### src/xbar_mux_pkg.sv
// Shared constants and vector types for the command crossbar packet mux, imported by all RTL
package xbar_mux_pkg;

    // ------------------------------------------------------------------------
    // Port count and field sizes
    // ------------------------------------------------------------------------

    // Sink ports competing for the single source
    localparam int NUM_INPUTS = 4;

    // Data beat width
    localparam int DATA_W = 32;

    // Channel field width
    localparam int CHANNEL_W = 8;

    // Transaction lock flag carried inside the data field
    localparam int LOCK_BIT = 24;

    // ------------------------------------------------------------------------
    // Vector types
    // ------------------------------------------------------------------------

    // One bit per sink for valid, eop, lock, request and grant
    typedef logic [NUM_INPUTS-1:0] sel_vec_t;

    // One data beat
    typedef logic [DATA_W-1:0] data_t;

    // Channel field of a beat
    typedef logic [CHANNEL_W-1:0] channel_t;

endpackage
### src/logic/xbar_mux.sv
// Top level of the command crossbar packet mux, merging the sink ports onto one source port
module xbar_mux import xbar_mux_pkg::*; (
    input  logic     clk,
    input  logic     reset,

    // ------------------------------------------------------------------------
    // Sinks
    // ------------------------------------------------------------------------
    input  sel_vec_t sink_valid,
    input  data_t    sink_data [NUM_INPUTS],
    input  channel_t sink_channel [NUM_INPUTS],
    input  sel_vec_t sink_startofpacket,
    input  sel_vec_t sink_endofpacket,
    output sel_vec_t sink_ready,

    // ------------------------------------------------------------------------
    // Source
    // ------------------------------------------------------------------------
    output logic     src_valid,
    output data_t    src_data,
    output channel_t src_channel,
    output logic     src_startofpacket,
    output logic     src_endofpacket,
    input  logic     src_ready
);

    // Lock flags of the current sink beats
    sel_vec_t lock;

    // Valid or locked per sink
    sel_vec_t request;

    // Combinational arbiter choice
    sel_vec_t next_grant;

    // Registered grant
    sel_vec_t grant;

    // Take the arbiter choice on this clock
    logic update_grant;

    // Input side
    lock_tracker u_lock_tracker (
        .clk        (clk),
        .reset      (reset),
        .sink_valid (sink_valid),
        .sink_data  (sink_data),
        .next_grant (next_grant),
        .lock       (lock),
        .request    (request)
    );

    // Arbitration
    rr_arbiter u_rr_arbiter (
        .clk          (clk),
        .reset        (reset),
        .request      (request),
        .update_grant (update_grant),
        .next_grant   (next_grant)
    );

    // Grant register and packet tracking
    grant_control u_grant_control (
        .clk             (clk),
        .reset           (reset),
        .next_grant      (next_grant),
        .lock            (lock),
        .src_valid       (src_valid),
        .src_ready       (src_ready),
        .src_endofpacket (src_endofpacket),
        .grant           (grant),
        .update_grant    (update_grant)
    );

    // Output side whose src_valid also loops back to the grant control
    payload_mux u_payload_mux (
        .grant              (grant),
        .sink_valid         (sink_valid),
        .sink_data          (sink_data),
        .sink_channel       (sink_channel),
        .sink_startofpacket (sink_startofpacket),
        .sink_endofpacket   (sink_endofpacket),
        .src_ready          (src_ready),
        .sink_ready         (sink_ready),
        .src_valid          (src_valid),
        .src_data           (src_data),
        .src_channel        (src_channel),
        .src_startofpacket  (src_startofpacket),
        .src_endofpacket    (src_endofpacket)
    );

endmodule

### src/logic/payload_mux.sv
// Output side of the packet mux that steers the granted sink beat to the source and gates ready
module payload_mux import xbar_mux_pkg::*; (
    input  sel_vec_t grant,
    input  sel_vec_t sink_valid,
    input  data_t    sink_data [NUM_INPUTS],
    input  channel_t sink_channel [NUM_INPUTS],
    input  sel_vec_t sink_startofpacket,
    input  sel_vec_t sink_endofpacket,
    input  logic     src_ready,
    output sel_vec_t sink_ready,
    output logic     src_valid,
    output data_t    src_data,
    output channel_t src_channel,
    output logic     src_startofpacket,
    output logic     src_endofpacket
);

    // ------------------------------------------------------------------------
    // Handshake
    // ------------------------------------------------------------------------

    // Back-pressure reaches the granted sink only
    assign sink_ready = {NUM_INPUTS{src_ready}} & grant;

    // Source is valid whenever the granted sink is
    assign src_valid = |(grant & sink_valid);

    // ------------------------------------------------------------------------
    // Beat select
    // ------------------------------------------------------------------------

    // Packet markers of one bit each
    assign src_startofpacket = |(grant & sink_startofpacket);
    assign src_endofpacket   = |(grant & sink_endofpacket);

    // And-or sum of products over all sinks
    // Grant is one-hot or zero, so at most one term contributes
    always_comb begin
        src_data    = '0;
        src_channel = '0;
        for (int i = 0; i < NUM_INPUTS; i++) begin
            src_data    = src_data | (sink_data[i] & {DATA_W{grant[i]}});
            src_channel = src_channel | (sink_channel[i] & {CHANNEL_W{grant[i]}});
        end
    end

endmodule

### src/logic/grant_control.sv
// Grant control for the packet mux that tracks packets and holds the registered grant vector
module grant_control import xbar_mux_pkg::*; (
    input  logic     clk,
    input  logic     reset,
    input  sel_vec_t next_grant,
    input  sel_vec_t lock,
    input  logic     src_valid,
    input  logic     src_ready,
    input  logic     src_endofpacket,
    output sel_vec_t grant,
    output logic     update_grant
);

    // Accepted end of packet that releases the grant
    logic last_cycle;

    // Set from the first valid beat until the releasing end of packet
    logic packet_in_progress;

    // ------------------------------------------------------------------------
    // End of grant detection
    // ------------------------------------------------------------------------

    // Eop beat accepted on the source
    // A set lock flag on the granted sink keeps the grant for its next packet
    assign last_cycle = src_valid & src_ready & src_endofpacket &
                        ~(|(lock & grant));

    // ------------------------------------------------------------------------
    // Packet tracking
    // ------------------------------------------------------------------------

    // Release wins over a new valid beat in the same cycle
    always_ff @(posedge clk or posedge reset) begin
        if (reset) begin
            packet_in_progress <= 1'b0;
        end else if (last_cycle) begin
            packet_in_progress <= 1'b0;
        end else if (src_valid) begin
            packet_in_progress <= 1'b1;
        end
    end

    // ------------------------------------------------------------------------
    // Grant update
    // ------------------------------------------------------------------------

    // Grant is registered, so the decision is taken one cycle ahead
    // Idle mux keeps sampling the arbiter until somebody requests
    // The final beat hands over with no bubble in between
    assign update_grant = (~packet_in_progress & ~src_valid) | last_cycle;

    // Saved grant stays stable for the whole packet
    always_ff @(posedge clk or posedge reset) begin
        if (reset) begin
            grant <= '0;
        end else if (update_grant) begin
            grant <= next_grant;
        end
    end

endmodule

### src/logic/rr_arbiter.sv
// Round-robin arbiter for the packet mux with a registered one-hot top-priority pointer
module rr_arbiter import xbar_mux_pkg::*; (
    input  logic     clk,
    input  logic     reset,
    input  sel_vec_t request,
    input  logic     update_grant,
    output sel_vec_t next_grant
);

    // One-hot pointer to the sink with highest priority
    sel_vec_t top_priority;

    // Request vector repeated twice so the search can wrap around
    logic [2*NUM_INPUTS-1:0] double_request;

    // Winner in either half of the doubled vector
    logic [2*NUM_INPUTS-1:0] double_grant;

    // ------------------------------------------------------------------------
    // Grant search
    // ------------------------------------------------------------------------

    assign double_request = {request, request};

    // Subtracting the pointer clears the lowest requester at or above it
    // and sets every bit below, so the mask leaves exactly that requester
    // Zero request gives zero grant
    assign double_grant = double_request &
                          ~(double_request - {{NUM_INPUTS{1'b0}}, top_priority});

    // Fold the wrapped half back onto the sink positions
    assign next_grant = double_grant[NUM_INPUTS-1:0] |
                        double_grant[2*NUM_INPUTS-1:NUM_INPUTS];

    // ------------------------------------------------------------------------
    // Pointer update
    // ------------------------------------------------------------------------

    // Sink 0 starts with highest priority
    // On a real grant the pointer moves to the position after the winner
    always_ff @(posedge clk or posedge reset) begin
        if (reset) begin
            top_priority <= sel_vec_t'(1);
        end else if (update_grant && (|next_grant)) begin
            top_priority <= {next_grant[NUM_INPUTS-2:0], next_grant[NUM_INPUTS-1]};
        end
    end

endmodule

### src/logic/lock_tracker.sv
// Input side of the packet mux that pulls lock flags from sink data and builds the arbiter request
module lock_tracker import xbar_mux_pkg::*; (
    input  logic     clk,
    input  logic     reset,
    input  sel_vec_t sink_valid,
    input  data_t    sink_data [NUM_INPUTS],
    input  sel_vec_t next_grant,
    output sel_vec_t lock,
    output sel_vec_t request
);

    // Lock flags of the sink the arbiter chose last clock
    sel_vec_t locked;

    // ------------------------------------------------------------------------
    // Lock extraction
    // ------------------------------------------------------------------------

    // One flag per sink straight from the current beat
    always_comb begin
        for (int i = 0; i < NUM_INPUTS; i++) begin
            lock[i] = sink_data[i][LOCK_BIT];
        end
    end

    // Only the chosen sink can hold a lock
    // Updated every clock as the grant logic decides when it matters
    always_ff @(posedge clk or posedge reset) begin
        if (reset) begin
            locked <= '0;
        end else begin
            locked <= next_grant & lock;
        end
    end

    // ------------------------------------------------------------------------
    // Request vector
    // ------------------------------------------------------------------------

    // A locked sink keeps requesting in the gap between its packets
    assign request = sink_valid | locked;

endmodule

### config.mk
export PLATFORM = sky130hd
export DESIGN_NAME = xbar_mux
export DESIGN_NICKNAME = d
export VERILOG_FILES = /design/src/xbar_mux_pkg.sv /design/src/logic/xbar_mux.sv /design/src/logic/payload_mux.sv /design/src/logic/grant_control.sv /design/src/logic/rr_arbiter.sv /design/src/logic/lock_tracker.sv
export SDC_FILE = /design/constraint.sdc
export NUM_CORES = 1
export LEC_CHECK = 0
export BUFFER_PORTS_ARGS = -buffer_cell sky130_fd_sc_hd__buf_2
export CAP_MARGIN = 10
export CORE_AREA = 3 3 86 88
export DETAILED_ROUTE_END_ITERATION = 16
export DIE_AREA = 0 0 89 91
export PLACE_DENSITY_LB_ADDON = 0.05
export SLEW_MARGIN = 20
export SYNTH_ARGS = -nofsm -noshare
export SYNTH_HDL_FRONTEND = slang
export SYNTH_SLANG_ARGS = --single-unit
export TNS_END_PERCENT = 10
### constraint.sdc
create_clock -name clk -period 5.8 [get_ports clk]
set_input_delay 1.16 -clock clk [delete_from_list [all_inputs] [get_ports clk]]
set_output_delay 1.16 -clock clk [all_outputs]
set_load 0.05 [all_outputs]
==> results_dict.tcl <==
set metrics [dict create \
    status "completed" \
    num_rows 30 \
    drv_cap 0 \
    critical-path-top-delay-family "flip-flops" \
    dr.first_iter.drc_count 149 \
    dieHeight_um 91 \
    cts-resized-gates 0 \
    layout.area.seq_um2 327 \
    switchingPower_w 0.00126 \
    cts_hold_buffers 0 \
    crit_buf_inv 3 \
    core_um2 6720 \
    grt.total_usage_pct 21.8 \
    clkSinkCount 13 \
    htree_levels 1 \
    multiInputGateArea_um2 1280 \
    rsz0062_at_grt "no" \
    intPower_w 0.000618 \
    wl_per_cell_um 17.9 \
    critPathKind "reg2out" \
    worstSkewPairLatency_ns 0.25 \
    routabilityCongestion 0.876 \
    switching_share_pct 67.1 \
    leakage_nw 1.65 \
    nNetsFinal 630 \
    relSlewSlack_pct 31.1 \
    drv_slew 0 \
    yosysWarnings 0 \
    cts_tree "yes" \
    dieArea_um2 8100 \
    drive_above_1_share_pct 52.1 \
    wl_um 9520 \
    overflow 0 \
    portBuffers 221 \
    cts_buffers 3 \
    clock_path_buffers 2 \
    hold_violations 0 \
    final_common_cell "buf_2" \
    ys_seq_area_share_pct 19.0 \
    firstDrtPassIters 4 \
    setup_viol 0 \
    critPathSlowestCell "dfrtp_1" \
    avgViaCountPerCell 5.26 \
    grt_max_degree 45 \
    clkTransAtPathRegs_ns 0.05 \
    drtAntennaViolNets 0 \
    power_frac_seq_pct 12.2 \
    fillers 711 \
    antenna_found_initial 0 \
    finish.utilization_pct 43.4 \
    synthDistinctLibCells 39 \
    clock-root-buffer "clkbuf_8" \
    antenna_cells 0 \
    peakVddDrop_mv 0.388 \
    dp_hpwl_um 7720 \
    critPathMaxFanout 27 \
    syn_inst 243 \
    pre_cts_ws_ns 2.42 \
    fin_skew_ns 0.00621 \
    max_freq_mhz 299 \
    syn_avg_cell_area_um2 7.06 \
    worst_pin_slew_ns 1.03 \
    slowest_delay_ns 0.71 \
    grt_pass1_vias 2808 \
    vias 2794 \
    critPathRequiredTime_ns 4.64 \
    syn-num-nets 421 \
    start_kind "flop" \
    die_x_um 89 \
    fin_ws_ns 2.45 \
    power_frac_clock_pct 4.4 \
    setup-tns-final_ns 0 \
    finalCritPeriodShare_pct 57.7 \
    grt_pass1_wl_um 13900 \
    area_delta_synth_final_pct 70.0 \
    whs_ns 0.479 \
    fin_crit_ns 3.35 \
    endpoint_kind "output pin" \
    crit_chain "buf_4 -> a22o_1 -> a221oi_1 -> inv_1 -> buf_2" \
    start_util_pct 25.5 \
    ys_ff_latch 13 \
    worstPathArrival_ns 2.19 \
    powerDensity_nw_per_um2 643 \
    synthesis.area_um2 1720 \
    p_comb_share_pct 83.3 \
    final_cell_mix "221 x buf_2, 84 x a22oi_1, 52 x nand2_1" \
    top_level_ports 222 \
    postCtsSetupBuffers 0 \
    drcViolationCount 0 \
    hold_path.class "reg2reg" \
    finalPower_w 0.00188 \
]
area by class of cell:
type | count | area share [%]
Multi-Input combinational cell | 200 | 43.8
Clock buffer | 4 | 1.54
Inverter | 9 | 1.16
Timing Repair Buffer | 225 | 38.9
Sequential cell | 13 | 11.2
Tap cell | 80 | 3.43
metrics by stage:
stage	area (um2)	instances
2_1_floorplan	1720	243
3_3_place_gp	2870	527
3_5_place_dp	2870	527
4_1_cts	2920	531
5_1_grt	2920	531
6_report	2920	531
final timing paths:
path | slack, ns | from | to | cells after the start
worst max-delay path | 2.45 | u_grant_control.grant[3] | src_data[24] | 5
worst min-delay path | 0.48 | u_grant_control.grant[0] | u_grant_control.grant[0] | 1
worst max register to register | 2.81 | u_grant_control.grant[1] | u_rr_arbiter.top_priority[2] | 7
worst min register to register | 0.48 | u_grant_control.grant[0] | u_grant_control.grant[0] | 1
max in group asynchronous | 4.49 | reset | u_rr_arbiter.top_priority[0] | 2
min in group asynchronous | 0.94 | reset | u_lock_tracker.locked[2] | 2
registers in the layout, summed over array words and instances (netlist names):
name                                flops
u_grant_control.grant                   4
u_grant_control.packet_in_progress      1
u_lock_tracker.locked                   4
u_rr_arbiter.top_priority               4
layer usage:
layer,vias to the layer above,track usage [%],part of all wire [%]
met5,-,0,0
met4,0,4.71,1.9
met3,15,7.80,12
met2,158,37.3,48
met1,1265,25.8,38
li1,1356,-,-
synth_stat cells:
cell / instances / share of area, %
nand2_1: 52 / 11
o21ai_1: 4 / 1.2
o2111ai_1: 1 / 0.51
clkbuf_1: 19 / 4.2
a221oi_2: 1 / 0.87
a311oi_2: 1 / 0.87
nor2_2: 2 / 0.73
o2bb2ai_1: 1 / 0.51
nor2_1: 8 / 1.7
and2_1: 6 / 2.2
or4_1: 2 / 0.87
or3_1: 1 / 0.36
o22a_1: 1 / 0.51
o31ai_1: 2 / 0.87
o21bai_1: 1 / 0.44
o21ba_2: 1 / 0.58
buf_1: 2 / 0.44
o21ai_0: 3 / 0.87
a221oi_1: 2 / 1.0
or3_4: 1 / 0.66
a21oi_1: 3 / 0.87
dfrtp_1: 12 / 17
dfstp_2: 1 / 1.5
nand4bb_1: 1 / 0.66
a21o_1: 2 / 0.87
a31oi_1: 1 / 0.36
a41oi_1: 1 / 0.51
inv_1: 9 / 2.0
a22o_1: 2 / 1.0
o211ai_1: 2 / 0.87
nand3_1: 2 / 0.58
and3b_1: 1 / 0.51
a22oi_1: 84 / 37
nor3b_1: 1 / 0.44
nor3_1: 2 / 0.58
ha_1: 3 / 2.2
and3_1: 1 / 0.36
nor2b_1: 3 / 1.1
a221o_1: 1 / 0.58
cells by family after synthesis:
family	count (synthesis)	share of synthesized area [%]
AO/OA/AOI/OAI	114	50.1
buffers and inverters	30	6.56
adder cells (fa/ha/maj)	3	2.19
AND/OR/NAND/NOR	83	22.2
flip-flops	13	19.0
power by group through the flow:
stage	combinational, W	clock [W]	sequential, W
finish	0.00156	0.0000830	0.000230
global route	0.00168	0.0000895	0.000240
CTS	0.00157	0.0000850	0.000230
detailed placement	0.00157	0	0.000232
global placement	0.00156	0	0.000232
floorplan	0.00123	0	0.000158
Note: power is estimated with default switching activity, not from simulation.
